### src/posit_pkg.sv
package posit_pkg;

    // cycles from a sampled in_valid to the matching out_valid
    localparam int DIV_LATENCY = 2;

    // regime times 2^es plus exponent, with a sign bit and a guard bit
    // so that the difference of two exponents cannot wrap
    function automatic int te_size(input int n, input int es);
        return $clog2((n - 1) << es) + 2;
    endfunction

    // fraction bits left by the shortest regime, plus the hidden bit
    function automatic int mant_size(input int n, input int es);
        return n - 2 - es;
    endfunction

    // reciprocal seed width, one integer bit and the rest fraction
    function automatic int recip_size(input int n, input int es);
        return 3 * mant_size(n, es) - 4;
    endfunction

    // dividend mantissa times the refined reciprocal of 2*mant_size bits
    function automatic int div_result_size(input int n, input int es);
        return 3 * mant_size(n, es);
    endfunction

endpackage

### src/posit_round_encode.sv
`timescale 1ns/1ns

module posit_round_encode #(
    parameter int N  = 16,
    parameter int ES = 1
) (
    input  logic                                         sign,
    input  logic [posit_pkg::te_size(N, ES)-1:0]         te,
    input  logic [posit_pkg::div_result_size(N, ES)-1:0] mant,
    output logic [N-1:0]                                 posit
);

    localparam int TE = posit_pkg::te_size(N, ES);
    localparam int DR = posit_pkg::div_result_size(N, ES);
    // fraction bits below the hidden bit
    localparam int FB = DR - 2;
    // regime, terminator, exponent and fraction laid out side by side
    localparam int WX = N + ES + FB;

    // largest and smallest regime values that still hold a terminator
    localparam logic signed [TE-1:0] K_MAX = TE'(N - 2);
    localparam logic signed [TE-1:0] K_MIN = TE'(-(N - 2));

    logic signed [TE-1:0] k;
    logic [TE-1:0]        run;
    logic                 rbit;
    logic [ES-1:0]        exp_bits;
    logic [WX-1:0]        tail;
    logic [WX-1:0]        regime_mask;
    logic [WX-1:0]        body_ext;
    logic [N-2:0]         body;
    logic                 lsb;
    logic                 guard;
    logic                 sticky;
    logic                 round_up;
    logic [N-2:0]         body_rounded;
    logic [N-2:0]         body_sat;
    logic [N-1:0]         magnitude;

    // te = k*2^ES + e
    assign k        = $signed(te) >>> ES;
    assign exp_bits = te[ES-1:0];

    // regime bit value and run length
    assign rbit = ~k[TE-1];
    assign run  = rbit ? k + 1'b1 : -k;

    // terminator, exponent and fraction move down behind the run
    assign tail = {~rbit, exp_bits, mant[FB-1:0], {(N-1){1'b0}}} >> run;

    // a run of ones has to be filled in from the top
    assign regime_mask = ~({WX{1'b1}} >> run);
    assign body_ext    = tail | ({WX{rbit}} & regime_mask);

    assign body   = body_ext[WX-1 -: N-1];
    assign lsb    = body_ext[WX-N+1];
    assign guard  = body_ext[WX-N];
    assign sticky = |body_ext[WX-N-1:0];

    // nearest even, a carry moves on into exponent and regime
    assign round_up     = guard & (lsb | sticky);
    assign body_rounded = body + round_up;

    // out of range clamps to maxpos or minpos, never to zero or NaR
    always_comb begin
        if (k >= K_MAX) begin
            body_sat = {(N-1){1'b1}};
        end else if (k < K_MIN) begin
            body_sat = {{(N-2){1'b0}}, 1'b1};
        end else begin
            body_sat = body_rounded;
        end
    end

    assign magnitude = {1'b0, body_sat};
    assign posit     = sign ? -magnitude : magnitude;

endmodule

### config.mk
export PLATFORM = sky130hd
export DESIGN_NAME = posit_round_encode
export DESIGN_NICKNAME = d
export VERILOG_FILES = /design/src/posit_pkg.sv /design/src/posit_round_encode.sv
export SDC_FILE = /design/constraint.sdc
export NUM_CORES = 1
export LEC_CHECK = 0
export BUFFER_PORTS_ARGS = -buffer_cell sky130_fd_sc_hd__buf_2
export CAP_MARGIN = 25
export CORE_ASPECT_RATIO = 0.9
export CORE_UTILIZATION = 59
export DETAILED_ROUTE_END_ITERATION = 16
export GPL_TIMING_DRIVEN = 0
export MAX_ROUTING_LAYER = met4
export PLACE_DENSITY_LB_ADDON = 0.25
export SLEW_MARGIN = 10
export SYNTH_ARGS = -nofsm -noshare
export SYNTH_HDL_FRONTEND = slang
export SYNTH_SLANG_ARGS = --single-unit
export TNS_END_PERCENT = 100
### constraint.sdc
create_clock -name vclk -period 12.38
set_clock_uncertainty 0.1 [all_clocks]
set_input_delay 1.238 -clock vclk [all_inputs]
set_output_delay 1.238 -clock vclk [all_outputs]
set_load 0.01 [all_outputs]
==> results.md, run 1 <==
* DRT iter0 DRCs at between 600 and 700
* Leakage at 1.39 nW
* Startpoint types: input port
* Post-CTS Setup Bufs at 0
* Comb power frac at 1.000
* Global Route Usage Sum at 0.428
* CP arrival at 6.53 ns
* WP buf/inv at 8
* Hold Path Depth at 3
* Initial antenna violation count at 0
* Netlist Area Pre-Place at 3260 sq um
* CORE AREA at 5290 sq um
* Distinct cells, synth at 73
* Top-area cell type share of the netlist area at 0.138
* Pint at a little under 0.0001 W
* Switching pwr at 0.000159 W
* Status: finished clean
* Crit-path slowest cell: a211oi_1
* Max-Cap Viols at 0
* Nets@finish at 571
* DRC errors left at 0
* Length of the first detailed-routing pass in iterations at 5
* Final hold vios at 0
* Setup repair after global routing missed its margin: false
* WS Path Type: in -> out
* Layout clock buffers at 0
* I/O Buffers at 59
* DR vias at about 4300
* Top cell family by delay on the critical path: buffers and inverters
* Area Growth Syn to Fin at 11.6%
* Initial Util at 0.617
* Crit path capture type: primary output
* Post-route non-filler standard cell count at between 500 and 600
* CP cell instances: buf_2, inv_1, ha_1, buf_2, buf_1, buf_2, mux2_2, a211oi_1, a22oi_1, a211oi_1, a311oi_1, or3_1, a31oi_1, a31oi_1, inv_1, ha_1, inv_1, nor2_1, a41oi_2, xor2_1, buf_2
* Gpl congestion at 1.02
* Peak VDD IR at ~0.043 mV
* Drt wl/cell at 20.4 microns
* First-pass GRT wire length at 19000 microns
* Fraction of layout cells with a size suffix above 1 at 0.240
* Synth area leaders: mux4_2, nor2_1, a21oi_1
* Yosys warnings at 0
* Most frequent cells in the layout: buf_2, nor2_1, a21oi_1, nand2_1, o21ai_0
* Critical path's most frequent cell: buf_2
* Post-CTS Hold Fix Bufs at 0
* Slowest stage delay, CP at 0.54 ns
* Maximum fanout along the worst path at 10
* Clk pwr share at 0
* Net Sw Frac at 0.616
* Mapped Nets at 510
* Fin. max-slew vios at 0
* Seq. cell area at 0 sq um
* Sequential share of the synthesized area at 0
* P per Cell Area at 71.0 nW/um^2
* Seq_cells at 0
* Die footprint at approximately 6000 sq um
* Syn Area/Cell at 7.14 sq um
* Critical path data required time at roughly 11 ns
* Fin crit period at 7.87 ns
* Die Y at slightly above 70 microns
* Ant. Diodes at 0
* Flop pwr share at 0
* Vias in the first global route at 3785
* Hold Path Class: in -> out
* Most area-hungry cell type in the Yosys netlist: mux4_2
* CTS resizes at 0
* Setup-failing EPs final at 0
* IO Pins at 63
* Setup TNS at 0 ns
* Fmax at 127 MHz
* FP Rows at 25
* Slew @ Worst Pin at 0.808 ns
* Post-Route WL at 11900 microns
* Vias per inst at 7.30
* Most common cell after layout, fill and taps aside: buf_2
* Hold Path Sink: posit[15]
* Die W at 80.4 microns
* Cell count after synthesis at 457
* Max-slew headroom at 0.461
* Final HPWL DP at 9560 microns
* GRT overflow at 0
* ANT nets after route at 0
* Final Cycle Share at 0.636
* Pin count of the biggest net entering global routing at 11
* Hold_sp: sign
* Placed cells at 583
==> logic make-up after synthesis <==
family / count (synthesis) / share of synthesized area
muxes: 44 / 0.215
xor gates and xnor gates: 19 / 0.0510
and+or+nand+nor: 175 / 0.277
buffers and inverters: 48 / 0.0633
AOI/OAI and AO/OA: 165 / 0.371
adders and majority gates: 6 / 0.0230
==> power groups by stage <==
stage / Combinational [W] / Sequential (W) / Clock, W
detailed placement: 0.000250 / 0 / 0
global placement: 0.000245 / 0 / 0
finish: 0.000259 / 0 / 0
global route: 0.000278 / 0 / 0
floorplan: 0.000180 / 0 / 0
CTS: 0.000251 / 0 / 0
==> synthesized netlist by cell type, drive strengths merged, types with 6 or more instances <==
cell type	n
xor2	8
ha	6
a31oi	19
a211oi	13
mux4	20
nor3	21
nand3	20
o31ai	6
a311oi	7
nor2	45
buf	16
nor2b	8
a21oi	35
o21ai	28
nand2	33
nor4	8
mux2i	16
or3	6
inv	15
mux2	8
or2	9
o211ai	8
xnor2	11
clkbuf	16
==> tightest hold or removal path: cells and delay by family <==
kind | cells | cell delay (ns)
AOI/OAI and AO/OA | 1 | 0.11
buffers and inverters | 2 | 0.27
==> how the worst max path moves through the flow <==
stage / start / end / slack (ns) / cells after the start
floorplan: te[2] / posit[14] / 5.79 / 18
global placement: te[1] / posit[14] / 4.83 / 21
detailed placement: te[1] / posit[14] / 4.65 / 21
CTS: te[1] / posit[14] / 4.64 / 21
global route: te[1] / posit[12] / 4.18 / 22
finish: te[1] / posit[14] / 4.51 / 21
==> final cells by class <==
class,instances,area (sq um)
multi-input cells,409,3060
fillers,490,1640
repair buffers,59,295
plain buffers,32,146
well taps,67,83.8
inverters,16,60.1
==> routing by layer <==
metal / wire length, microns / track usage / vias up / share of wire
met5: 0 / - / - / 0
met4: 336 / 0.117 / 0 / 0.028
met3: 1250 / 0.0390 / 35 / 0.10
met2: 5370 / 0.667 / 276 / 0.45
met1: 4960 / 0.592 / 2009 / 0.42
li1: - / - / 1933 / -
==> per-stage QoR <==
stage	hold slack, ns	cell area, sq um	utilization	power, W	setup WS, ns
after floorplan	2.49	3260	-	0.000180	5.79
after global placement	2.75	3640	0.689	0.000245	4.83
after detailed placement	2.75	3640	0.689	0.000250	4.65
after CTS	2.75	3640	0.689	0.000251	4.64
after global routing	2.77	3640	0.689	0.000278	4.18
final	2.76	3640	0.689	0.000259	4.51
Power figures use the tool's default switching activity.
==> run 2, diff against run 1 <==
ABC_AREA = 1   (was default)
CORE_UTILIZATION = 56   (was 59)
clock period = 6.7 ns   (was 12.38 ns; I/O delays follow)
==> results.md, run 2 <==
* Cell with the most instances after synthesis: nand2_1
* Length of the first detailed-routing pass in iterations at 6
* Initial Util at 0.589
* DR vias at 5854
* Vias per inst at around 5.5
* Setup TNS at 0 ns
* DRT iter0 DRCs at 583
* Slew @ Worst Pin at 0.802 ns
* Switching pwr at about 0.00037 W
* Adder-Cell Fraction of Synth Area at 0.0178
* Seq_cells at 0
* Area share of xor/xnor cells in the synthesized design at 0.0186
* Mapped Nets at 967
* Crit-path slowest cell: ha_1
* Comb power frac at 1.000
* Fin crit period at 5.16 ns
* Crit path capture type: primary output
* Net Sw Frac at 0.669
* IO Pins at 63
* Post-synth top cells: nand2_1, nand3_1, nor2_1, inv_1
* Die footprint at 7900 sq um
* Die W at about 94 microns
* Netlist Area Pre-Place at roughly 4200 sq um
* Top-area cell type share of the netlist area at 0.399
* Post-route design area at 4650 sq um
* Yosys warnings at 0
* Simple-Gate Fraction of Synth Area at 0.776
* Status: finished clean
* Post-CTS Hold Fix Bufs at 0
* Most frequent cells in the layout: nand2_1, nand3_1, buf_2, nor2_1, inv_1
* Max-Cap Viols at 0
* Hold Path Class: in -> out
* Gpl congestion at ~1.1
* Final hold vios at 0
* Clk pwr share at 0
* Nets@finish at 1030
* Post-synthesis mux area share at 0
* WS Path Type: in -> out
* Most common cell after layout, fill and taps aside: nand2_1
* Max-slew headroom at 0.463
* Post-CTS Setup Bufs at 0
* First-pass GRT wire length at about 23000 microns
* Pin count of the biggest net entering global routing at 11
* Maximum fanout along the worst path at 10
* Final HPWL DP at approximately 11000 microns
* DRC errors left at 0
* Area Growth Syn to Fin at 9.97%
* Setup repair after global routing missed its margin: false
* Cell count after synthesis at 914
* Most area-hungry cell type in the Yosys netlist: nand2_1
* Flop pwr share at 0
* Seq. cell area at 0 sq um
* Compound-Gate Fraction of Synth Area at 0.0648
* Post-Route WL at 13700 microns
* CTS resizes at 0
* P per Cell Area at 119 nW/um^2
* Critical path's most frequent cell: nand2_1
* Fin. max-slew vios at 0
* Dpl cell area at 4650 sq um
* Setup-failing EPs final at 0
* Leakage at 2.84 nW
* Vias in the first global route at roughly 5000
* Fraction of layout cells with a size suffix above 1 at 0.159
* Final Cycle Share at 0.770
* CORE AREA at a little over 7000 sq um
* Synth area leaders: nand2_1, nand3_1, nor2_1
* Global Route Usage Sum at 0.359
* Pint at 0.000184 W
* I/O Buffers at 61
* Syn Area/Cell at 4.63 sq um
* Ant. Diodes at 0
* GRT overflow at 0
* Peak VDD IR at 0.0711 mV
* Sequential share of the synthesized area at 0
* Layout clock buffers at 0
* ANT nets after route at 0
* Slowest stage delay, CP at between 0.3 and 0.4 ns
* Fmax at 194 MHz
* Initial antenna violation count at 0
* Drt wl/cell at 12.8 microns
* Distinct cells, synth at 37
* Startpoint types: input port
* Main combinational cell family by area after synthesis: simple AND/OR/NAND/NOR gates
* CP arrival at 4.39 ns
* FP Rows at 29
* Die Y at 84.4 microns
* Critical path data required time at 5.93 ns
==> run 2: changes by cell type after synthesis, moves of 12 or more <==
cell and change:
inv_1 +47, a21oi_1 -27, clkbuf_1 -12, nor2_1 +18, nand3_1 +145, a31oi_1 -16, nand2_1 +418, mux4_2 -20
nand2_2 +15, mux2i_1 -16, nor3_1 -18
==> run 2: kinds of logic (layout without fill, tap and decap cells) <==
group / Yosys count / after routing
simple gates: 742 / 742
fa+ha+maj: 6 / 6
buf+inv: 110 / 171
xor+xnor: 9 / 9
compound gates: 47 / 47
==> run 2: worst max-delay path, delay by kind of cell <==
kind	cells	cell delay (ns)
fa+ha+maj	2	0.53
buf+inv	7	1.06
simple gates	23	2.13
==> run 2: area by class of cell <==
cell class         count  area (sq um)
fillers              841          2530
multi-input cells    804          3710
inverters             69           260
repair buffers        61           305
plain buffers         41           260
well taps             93           116
==> run 2: stage by stage <==
step	hold slack, ns	util	power (W)	setup WS, ns	cells
6_report	1.71	0.647	0.000555	1.54	1068
5_1_grt	1.74	0.647	0.000621	1.17	1068
4_1_cts	1.70	0.647	0.000543	1.61	1068
3_5_place_dp	1.70	0.647	0.000541	1.62	1068
3_3_place_gp	1.70	0.647	0.000537	1.62	1068
2_1_floorplan	1.39	-	0.000410	2.44	914
==> run 2: worst paths after layout <==
path / from / to / slack [ns] / cells past startpoint
worst max-delay path: te[1] / posit[12] / 1.54 / 32
worst min-delay path: sign / posit[10] / 1.71 / 4
==> run 2: routing by layer <==
layer  vias up  global-route usage  wire, microns
met5         -                   -              0
met4         0              0.0378            126
met3        14              0.0263           1260
met2       265               0.565           5870
met1      2535               0.515           6410
li1       3040                   -              -
==> run 2: power by group through the flow <==
stage               Clock [W]  Combinational (W)  Sequential, W
floorplan                   0           0.000410              0
global placement            0           0.000537              0
detailed placement          0           0.000541              0
CTS                         0           0.000543              0
global route                0           0.000621              0
finish                      0           0.000555              0
