File: config.mk
export PLATFORM = sky130hd
export DESIGN_NAME = posit_decode
export DESIGN_NICKNAME = d
export VERILOG_FILES = /design/src/posit_pkg.sv /design/src/posit_decode.sv
export SDC_FILE = /design/constraint.sdc
export NUM_CORES = 1
export LEC_CHECK = 0
export BUFFER_PORTS_ARGS = -buffer_cell sky130_fd_sc_hd__clkbuf_2
export CAP_MARGIN = 25
export CORE_ASPECT_RATIO = 0.6
export CORE_UTILIZATION = 55
export DETAILED_ROUTE_END_ITERATION = 7
export PLACE_DENSITY = 0.81
export SLEW_MARGIN = 0
export SYNTH_ARGS = -nofsm -noshare
export SYNTH_HDL_FRONTEND = slang
export SYNTH_SLANG_ARGS = --single-unit
File: constraint.sdc
create_clock -name vclk -period 8.55
set_clock_uncertainty 0.2 [all_clocks]
set_input_delay 0 -clock vclk [all_inputs]
set_output_delay 0 -clock vclk [all_outputs]
set_load 0.02 [all_outputs]
File: src/posit_pkg.sv
package posit_pkg;

    // cycles from a sampled in_valid to the matching out_valid
    localparam int DIV_LATENCY = 2;

    // regime times 2^es plus exponent, with a sign bit and a guard bit
    // so that the difference of two exponents cannot wrap
    function automatic int te_size(input int n, input int es);
        return $clog2((n - 1) << es) + 2;
    endfunction

    // fraction bits left by the shortest regime, plus the hidden bit
    function automatic int mant_size(input int n, input int es);
        return n - 2 - es;
    endfunction

    // reciprocal seed width, one integer bit and the rest fraction
    function automatic int recip_size(input int n, input int es);
        return 3 * mant_size(n, es) - 4;
    endfunction

    // dividend mantissa times the refined reciprocal of 2*mant_size bits
    function automatic int div_result_size(input int n, input int es);
        return 3 * mant_size(n, es);
    endfunction

endpackage

File: src/posit_decode.sv
`timescale 1ns/1ns

module posit_decode #(
    parameter int N  = 16,
    parameter int ES = 1
) (
    input  logic [N-1:0]                          posit,
    output logic                                  sign,
    output logic [posit_pkg::te_size(N, ES)-1:0]  te,
    output logic [posit_pkg::mant_size(N, ES)-1:0] mant,
    output logic                                  is_zero,
    output logic                                  is_nar
);

    localparam int TE = posit_pkg::te_size(N, ES);
    localparam int MS = posit_pkg::mant_size(N, ES);

    logic [N-1:0]         magnitude;
    logic [N-2:0]         body;
    logic [TE-1:0]        run;
    logic                 run_open;
    logic signed [TE-1:0] k;
    logic [N-2:0]         shifted;
    logic [ES-1:0]        exp_bits;

    assign sign    = posit[N-1];
    assign is_zero = posit == '0;
    assign is_nar  = posit == {1'b1, {(N-1){1'b0}}};

    // negative posits are decoded from their two's complement
    assign magnitude = sign ? -posit : posit;
    assign body      = magnitude[N-2:0];

    // length of the regime run, counted from the bit below the sign
    always_comb begin
        run      = '0;
        run_open = 1'b1;
        for (int i = N - 2; i >= 0; i--) begin
            if (run_open && body[i] == body[N-2]) begin
                run = run + 1'b1;
            end else begin
                run_open = 1'b0;
            end
        end
    end

    // a run of ones means k = run-1, a run of zeros means k = -run
    assign k = body[N-2] ? run - 1'b1 : -run;

    // drop the run and its terminating bit
    assign shifted  = body << (run + 1'b1);
    assign exp_bits = shifted[N-2 -: ES];

    // low ES bits of k*2^ES are zero, so the exponent just fills them
    assign te = {k[TE-1-ES:0], exp_bits};

    // the two lowest bits of shifted are always zero after the shift
    assign mant = {1'b1, shifted[N-2-ES -: MS-1]};

endmodule

==> results of run 1 <==
-- how the worst min path moves through the flow --
| stage | startpoint | endpoint | slack [ns] |
|---|---|---|---|
| 6_report | posit[14] | is_zero | 0.35 |
| 5_1_grt | posit[14] | is_nar | 0.37 |
| 4_1_cts | posit[14] | is_zero | 0.25 |
| 3_5_place_dp | posit[14] | is_zero | 0.24 |
| 3_3_place_gp | posit[14] | is_zero | 0.23 |
| 2_1_floorplan | posit[15] | sign | -0.09 |
-- worst max-delay path: cells and delay by family --
| kind | cells | cell delay, ns |
|---|---|---|
| fa+ha+maj | 12 | 3.16 |
| compound gates | 15 | 2.42 |
| simple gates | 16 | 2.30 |
| buf+inv | 6 | 0.77 |
| mux | 2 | 0.50 |
| xor+xnor | 1 | 0.30 |
-- synthesized netlist by cell type, drive strengths merged (3+ instances only) --
| cell | count |
|---|---|
| nor2 | 45 |
| buf | 12 |
| nand3 | 27 |
| a21o | 4 |
| nor2b | 5 |
| xor2 | 11 |
| and3 | 8 |
| nor3b | 3 |
| inv | 14 |
| ha | 13 |
| o21ai | 25 |
| mux2 | 5 |
| or4 | 6 |
| a21oi | 32 |
| o22ai | 4 |
| nor3 | 10 |
| and2 | 9 |
| mux2i | 15 |
| a211oi | 6 |
| o31ai | 6 |
| or2 | 3 |
| or3 | 8 |
| o211ai | 6 |
| o41ai | 3 |
| a2bb2oi | 3 |
| nand2b | 3 |
| a21boi | 7 |
| nor4 | 4 |
| nand4 | 4 |
| and4 | 3 |
| nand2 | 47 |
| clkbuf | 10 |
| o21a | 4 |
| a31oi | 4 |
| xnor2 | 38 |
-- cell families (layout without fill, tap and decap cells) --
logic type / count (synthesis) / count (layout) / synth area share
and+or+nand+nor: 192 / 192 / 0.352
AOI/OAI and AO/OA: 122 / 122 / 0.298
xor gates and xnor gates: 49 / 49 / 0.165
buffers and inverters: 36 / 145 / 0.0553
muxes: 20 / 20 / 0.0726
adders and majority gates: 13 / 13 / 0.0562
other: 1 / 1 / 0.00129
-- metrics by stage --
| step | power [µW] | worst slack [ns] |
|---|---|---|
| 6_report | 731 | -1.12 |
| 3_3_place_gp | 481 | -0.0482 |
| 4_1_cts | 534 | 0.00262 |
| 3_5_place_dp | 495 | -0.483 |
| 2_1_floorplan | 349 | 0.00963 |
| 5_1_grt | 746 | -1.39 |
-- cell type report --
class,instances,area [µm²]
multi-input combinational,397,3370
timing repair buffer,131,1010
inverter,14,70.1
fill,179,517
tap,66,82.6
-- power by group through the flow --
stage / clock [µW] / sequential (µW) / combinational [µW]
floorplan: 0 / 0 / 349
global placement: 0 / 0 / 481
detailed placement: 0 / 0 / 495
CTS: 0 / 0 / 534
global route: 0 / 0 / 746
finish: 0 / 0 / 731
-- repair_timing --
item | CTS | global route
setup endpoints to repair | 15 | 18
gates resized for setup | 33 | 116
cloned | 0 | 1
pin swaps | 18 | 31
setup buffers | 17 | 7
-- metal layers --
metal / routed length (µm) / share of wire / track usage / vias to the layer above
met4: 1840 / 0.11 / 0.113 / 0
met1: 5560 / 0.33 / 0.543 / 2034
met3: 2770 / 0.17 / 0.0381 / 291
li1: - / - / - / 1814
met2: 6570 / 0.39 / 0.616 / 635
met5: 0 / 0 / 0 / -
==> results.env, run 1 <==
CTS-HOLD-FIX-BUFFERS=0
YS.WARNINGS.COUNT=0
MAX-CAP-VIOLATIONS=0
NUM-CLOCK-BUFFERS=0
DRT_FIRST_PASS_ITERS=8
PLACED_CELLS=584
DP_HPWL_UM=7540
CRIT_PATH_END_KIND='output pin'
FINALSETUPVIOLATIONS=18
MIN-DELAY-PATH-CLASS='input pin to output pin'
TIMING.SETUP.TNS_NS=-13.96
FIRST_GLOBAL_VIAS=3491
DIEWIDTH_UM=95.7
TOP_LEVEL_PORTS=39
POST_LAYOUT_NONFILLER_INSTANCES=608
POST_LAYOUT_MIN_PERIOD_NS=9.67
TIMING.CRITICAL_PATH.TO='te[0]'
NNETSFINAL=573
MAXSLEWHEADROOM=0.231
FIN_UTIL=0.898
TIGHTEST_SLEW_NS=1.15
POWER.COMBINATIONAL.FRACTION=1.000
MOSTFREQUENTLAYOUTCELLS='buf_4 (91), nand2_1 (41), nor2_1 (32), xnor2_1 (27), nand3_1 (24)'
GRT_SETUP_UNREPAIRED='yes'
DIEAREA_MM2=0.00557
GLOBAL_ROUTE.OVERFLOW_TOTAL=0
FINAL-HOLD-VIOLATION-COUNT=0
CP_DATA_ARRIVAL_TIME_NS=9.47
NETLIST-CELL-TYPE-COUNT=78
POWER_DENSITY_mW_PER_MM2=161
STD_CELL_ROWS=20
NUMBER_OF_ANTENNA_VIOLATIONS_AT_THE_FIRST_CHECK_IN_GLOBAL_ROUTING=0
CHIP_HEIGHT_UM=58.2
SYNTH_TOP_AREA_CELL='xnor2_1'
CRITPATHMAXSTAGEDELAY_NS=0.42
CPMOSTUSEDCELL='ha_4'
WORST_EP_REQUIRED_TIME_NS=8.35
INTPOWER_uW=308
PART_OF_THE_POWER_IN_REGISTERS=0
GRT_START_MAX_NET_PINS=25
POST_ROUTE_CELLS_DRIVE_ABOVE_1_SHARE=0.470
LEAKAGE_uW=0.00187
AREA.GROWTH.SYNTH_TO_FINAL_PCT=56.7
CRIT_FANOUT=7
ROUTABILITYCONGESTION=0.992
NUM_VIAS=4774
STARTPOINT_TYPE='input pin'
REPORT.FINAL.SLEW_VIOL_COUNT=0
DPL_CELL_AREA_MM2=0.00373
LAYOUT.CELLS.MOST_COMMON='buf_4'
VDD.IR_DROP.WORST_mV=0.180
HOLD_PATH_STAGES=4
SEQ_AREA_FRAC_SYNTH=0
FINISH.INSTANCE_AREA_MM2=0.00454
ANT_NETS=0
FINAL.PERIOD_UTILIZATION=1.13
FMAX_MHz=103
NUMSEQUENTIALCELLS=0
SYNTH_FP_NETS=462
MAPPED_CELLS=433
ROUTED_VIA_DENSITY=7.85
SYNTH.CELL_AREA_MM2=0.00290
MEAN_ROUTED_WIRELENGTH_PER_CELL_UM=27.5
DETAIL_ROUTE.DRC_VIOLATIONS=533
POSTLAYOUTSETUPSLACKWORST_NS=-1.12
CRIT_SLOWEST_CELL='or3b_4'
FP.COREAREA_MM2=0.00505
PORT-BUFFER-COUNT=38
SYNTH_TOP_CELL_AREA_SHARE=0.103
GRT_FIRST_PASS_WIRELENGTH_UM=17000
FAILED_CHECKS='design-rule violations, negative setup slack'
POWER.SHARE.CLOCK=0
GLOBAL_ROUTE.USAGE.TOTAL=0.384
WORSTSETUPSTARTPOINT='posit[1]'
FLOORPLAN.INITIALDENSITY=0.573
SYNTHESIS.AREA_PER_INSTANCE_UM2=6.69
TOTALWIRELENGTH_UM=16700
RUN_STATUS='complete, but fails checks'
FF_LATCH_AREA_UM2=0
SWITCHING_SHARE=0.578
TIMING.HOLD.WS_NS=0.348
DRTITER0DRC=1148
CLASSIFICATION_OF_THE_WORST_SETUP_PATH='input pin to output pin'
SYNTH_AREA_LEADERS='xnor2_1 (10%), nand2_1 (6.1%), ha_1 (5.6%)'
INSERTEDDIODECOUNT=0
TOTAL_SWITCHING_POWER_uW=423
(Power assumes the default switching activity.)
==> run 2, diff against run 1 <==
- CORE_UTILIZATION: 55 -> 40
- PLACE_DENSITY: 0.81 -> 0.62
- SETUP_SLACK_MARGIN: unset -> 0.02
==> run 2 against run 1 <==
  * The run still ends with design-rule violations, negative setup slack left
  * Sequential cell count unchanged
  * Via count shrank 19%
  * Clock-buffer cell count unchanged
  * First-iteration DRC count fell by 69%
  * Worst hold slack lost 0.022 ns
  * Wire length is 32% lower
  * Worst setup slack gained 0.65 ns
  * Total power shrank 10%
  * Combinational power fell by 10%
  * Critical endpoint is now mant[10]
==> results.env, run 2 (synthesis results as in run 1) <==
RUN_STATUS='complete, but fails checks'
FAILED_CHECKS='design-rule violations, negative setup slack'
MULTIINPUTGATEAREA_MM2=0.00331
DIEAREA_MM2=0.00760
LEAKAGE_uW=0.00189
NUM-CLOCK-BUFFERS=0
MEAN_ROUTED_WIRELENGTH_PER_CELL_UM=17.7
POST_LAYOUT_MIN_PERIOD_NS=9.02
CP_DATA_ARRIVAL_TIME_NS=8.82
CPLARGESTDELAYFAMILY='adder cells'
TOTALWIRELENGTH_UM=11400
FINALSETUPVIOLATIONS=16
INSERTEDDIODECOUNT=0
DETAIL_ROUTE.DRC_VIOLATIONS=1
DP_HPWL_UM=7880
FINAL.FILL_COUNT=569
MOSTFREQUENTLAYOUTCELLS='buf_4 (101), nand2_1 (39), nor2_1 (33), xnor2_1 (29), nand3_1 (23)'
WORST_EP_REQUIRED_TIME_NS=8.35
CRIT_FANOUT=5
MAXSLEWHEADROOM=0.395
CRITPATHMAXSTAGEDELAY_NS=0.41
NUMSEQUENTIALCELLS=0
NUM_VIAS=3877
POWER_DENSITY_mW_PER_MM2=142
DIEWIDTH_UM=112
ROUTED_VIA_DENSITY=6.04
DRT_FIRST_PASS_ITERS=6
STARTPOINT_TYPE='input pin'
VDD.IR_DROP.WORST_mV=0.176
PLACED_CELLS=615
ANT_NETS=0
POSTLAYOUTSETUPSLACKWORST_NS=-0.467
CRIT_SLOWEST_CELL='or3b_4'
NNETSFINAL=586
STD_CELL_ROWS=23
FINAL.PERIOD_UTILIZATION=1.05
NUMBER_OF_ANTENNA_VIOLATIONS_AT_THE_FIRST_CHECK_IN_GLOBAL_ROUTING=0
CTS-HOLD-FIX-BUFFERS=0
FIRST_GLOBAL_VIAS=3232
ROUTABILITYCONGESTION=0.902
FMAX_MHz=111
GLOBAL_ROUTE.USAGE.TOTAL=0.258
AREA.GROWTH.SYNTH_TO_FINAL_PCT=59.0
FINAL-HOLD-VIOLATION-COUNT=0
CRIT_PATH_END_KIND='output pin'
PORT-BUFFER-COUNT=38
FP.COREAREA_MM2=0.00685
MAX-CAP-VIOLATIONS=0
MIN-DELAY-PATH-CLASS='input pin to output pin'
PATH_BUF_INV=8
POST_LAYOUT_NONFILLER_INSTANCES=642
LAYOUT.CELLS.MOST_COMMON='buf_4'
GRT_FIRST_PASS_WIRELENGTH_UM=16000
FF_LATCH_AREA_UM2=0
CHIP_HEIGHT_UM=67.9
POST_ROUTE_CELLS_DRIVE_ABOVE_1_SHARE=0.476
TIGHTEST_SLEW_NS=0.908
CPMOSTUSEDCELL='ha_4'
FLOORPLAN.INITIALDENSITY=0.423
DRTITER0DRC=356
TOP_LEVEL_PORTS=39
GLOBAL_ROUTE.OVERFLOW_TOTAL=0
FIN_UTIL=0.673
CLASSIFICATION_OF_THE_WORST_SETUP_PATH='input pin to output pin'
REPORT.FINAL.SLEW_VIOL_COUNT=0
GRT_START_MAX_NET_PINS=25
GRT_SETUP_UNREPAIRED='yes'
==> run 2: area by class of cell <==
| class | instances | share of cell area |
|---|---|---|
| inverter | 14 | 0.0141 |
| multi-input combinational | 397 | 0.719 |
| timing repair buffer | 144 | 0.244 |
| tap | 87 | 0.0236 |
==> run 2: report_power, final <==
group | internal, µW | leakage [µW] | switching, µW
clock | 0 | 0 | 0
combinational | 309 | 0.00189 | 346
sequential | 0 | 0 | 0
==> run 2: repair_timing <==
item                       4_1_cts  5_1_grt
gates resized for setup         33      106
setup endpoints to repair       15       18
gates cloned                     0        1
buffers inserted                10       16
pin swaps                       23       54
==> run 2: worst paths after layout <==
path | cells after the start | start | endpoint | slack [ns]
min | 5 | posit[14] | is_nar | 0.33
max | 54 | posit[0] | mant[10] | -0.47
==> run 2: per-layer routing <==
metal,routed length [µm],track usage,part of all wire,up-vias
li1,-,-,-,1839
met1,5460,0.397,0.48,1856
met2,5000,0.393,0.44,164
met3,755,0.0195,0.066,18
met4,160,0.0338,0.014,0
met5,0,0,0,-
==> run 2: tightest hold or removal path: stages <==
cell and delay, ns:
clkbuf_2 0.10, buf_4 0.11, inv_1 0.04, and3_1 0.13, clkbuf_2 0.15
==> run 2: through the flow <==
step | area [µm²] | TNS (ns) | total power, µW | hold WS (ns) | setup WS [ns]
global route | 4610 | -10.31 | 697 | 0.364 | -0.770
detailed placement | 3830 | -3.69 | 507 | 0.281 | -0.401
CTS | 4100 | 0 | 544 | 0.292 | 0.0133
floorplan | 3090 | 0 | 349 | -0.0874 | 0.0266
global placement | 3830 | -0.488 | 500 | 0.273 | -0.139
finish | 4610 | -5.19 | 655 | 0.326 | -0.467
==> run 3, diff against run 2 <==
- SETUP_SLACK_MARGIN: 0.02 -> 0.4
==> run 3 against run 2 <==
  * The run ends with negative setup slack left
  * Clock-buffer cell count did not move
  * Non-clock buffer count rose by 7
  * Worst setup slack improved by 0.38 ns
  * Via count fell by 3.6%
  * Maximum frequency rose by 4.4%
  * First-iteration DRC count fell by 11%
  * Cell count rose by 1.1%
  * Combinational power rose by 9.2%
  * Global-route usage rose by 0.35 points
  * Critical path depth did not move
  * Utilization rose by 3.4 points
  * Total power rose by 9.2%
  * Critical endpoint is now te[0]
==> results.env, run 3 (synthesis results as in run 1) <==
PORT-BUFFER-COUNT=38
NUM_VIAS=3736
CHIP_HEIGHT_UM=67.9
FF_LATCH_AREA_UM2=0
TIMING.SETUP.TNS_NS=-0.417
MEAN_ROUTED_WIRELENGTH_PER_CELL_UM=16.8
FINAL.PERIOD_UTILIZATION=1.01
AREA.GROWTH.SYNTH_TO_FINAL_PCT=67.1
LEAKAGE_uW=0.00200
MIN-DELAY-PATH-CLASS='input pin to output pin'
GLOBAL_ROUTE.USAGE.TOTAL=0.261
CRIT_SLOWEST_CELL='or4_4'
MAX-CAP-VIOLATIONS=0
TOP_LEVEL_PORTS=39
LAYOUT.CELLS.MOST_COMMON='buf_4'
FINAL-HOLD-VIOLATION-COUNT=0
STARTPOINT_TYPE='input pin'
PLACED_CELLS=614
TOTALWIRELENGTH_UM=10900
POST_ROUTE_CELLS_DRIVE_ABOVE_1_SHARE=0.500
RUN_STATUS='complete, but fails checks'
CRITPATHMAXSTAGEDELAY_NS=0.57
FINISH.INSTANCE_AREA_MM2=0.00484
FAILED_CHECKS='negative setup slack'
FMAX_MHz=116
DIEWIDTH_UM=112
REPORT.FINAL.SLEW_VIOL_COUNT=0
NUM-CLOCK-BUFFERS=0
NUMSEQUENTIALCELLS=0
POST_LAYOUT_MIN_PERIOD_NS=8.64
MOSTFREQUENTLAYOUTCELLS='buf_4 (106), nand2_1 (39), nor2_1 (30), xnor2_1 (25), nand3_1 (25)'
POSTLAYOUTSETUPSLACKWORST_NS=-0.0854
CLASSIFICATION_OF_THE_WORST_SETUP_PATH='input pin to output pin'
DP_HPWL_UM=7910
DETAIL_ROUTE.DRC_VIOLATIONS=0
CP_DATA_ARRIVAL_TIME_NS=8.44
VDD.IR_DROP.WORST_mV=0.160
STD_CELL_ROWS=23
MAXSLEWHEADROOM=0.446
CPMOSTUSEDCELL='nand2_1'
DIEAREA_MM2=0.00760
POST_LAYOUT_NONFILLER_INSTANCES=649
FLOORPLAN.INITIALDENSITY=0.423
ANT_NETS=0
GRT_SETUP_UNREPAIRED='yes'
CRIT_PATH_END_KIND='output pin'
CRIT_FANOUT=5
POWER_DENSITY_mW_PER_MM2=148
GLOBAL_ROUTE.OVERFLOW_TOTAL=0
FP.COREAREA_MM2=0.00685
FINALSETUPVIOLATIONS=9
NUMBER_OF_ANTENNA_VIOLATIONS_AT_THE_FIRST_CHECK_IN_GLOBAL_ROUTING=0
ROUTED_VIA_DENSITY=5.76
GRT_START_MAX_NET_PINS=25
TIGHTEST_SLEW_NS=0.824
DESIGN_POWER_TOTAL_uW=715
WORST_EP_REQUIRED_TIME_NS=8.35
TIMING.HOLD.WS_NS=0.260
GRT_FIRST_PASS_WIRELENGTH_UM=16200
FINAL.FILL_COUNT=520
CTS-HOLD-FIX-BUFFERS=0
DRTITER0DRC=318
FIRST_GLOBAL_VIAS=3300
INSERTEDDIODECOUNT=0
DRT_FIRST_PASS_ITERS=6
ROUTABILITYCONGESTION=0.886
DPL_CELL_AREA_MM2=0.00393
NNETSFINAL=593
run 3: cell count changes in the layout (fill, tap and decap cells not counted), moves of 3 or more:
cell,delta
a21oi_1,+3
a21oi_2,-3
buf_4,+5
xnor2_2,+4
nor2_1,-3
clkbuf_8,+3
clkbuf_2,-4
xnor2_1,-4
buf_8,+4
run 3: routing by layer:
metal | track usage | up-vias | wire [µm] | share of wire
li1 | - | 1849 | - | -
met1 | 0.396 | 1737 | 5420 | 0.50
met2 | 0.424 | 141 | 4830 | 0.44
met3 | 0.00620 | 9 | 533 | 0.049
met4 | 0.0270 | 0 | 129 | 0.012
met5 | 0 | - | 0 | 0
run 3: critical path: cells and delay by family:
kind	cells	cell delay, ns
compound gates	12	1.87
mux	1	0.16
buf+inv	8	1.10
xor+xnor	5	0.86
fa+ha+maj	10	2.56
simple gates	18	1.86
run 3: stage by stage:
step                 util  setup slack, ns
global placement    0.574          -0.0485
global route        0.707           -0.518
detailed placement  0.574           -0.368
CTS                 0.651            0.142
floorplan               -            0.108
finish              0.707          -0.0854
run 3: power by group:
part | switching [µW] | internal, µW | total (µW)
clock | 0 | 0 | 0
sequential | 0 | 0 | 0
combinational | 365 | 350 | 715
run 3: path summary, 6_finish.rpt:
check | slack [ns] | end | cells past startpoint | start
worst max-delay path | -0.09 | te[0] | 54 | posit[7]
worst min-delay path | 0.26 | is_nar | 4 | posit[14]
run 3: cell type report:
cell class / instances / area, µm² / share of cell area
inverter: 14 / 67.6 / 0.0140
multi-input combinational: 397 / 3430 / 0.708
timing repair buffer: 151 / 1240 / 0.256
tap: 87 / 109 / 0.0225
run 3: repair_timing:
item                                    4_1_cts  5_1_grt
gates resized for setup                      66       73
buffers inserted                             22       13
pin swaps                                    31       44
endpoints found under the setup margin       18       18
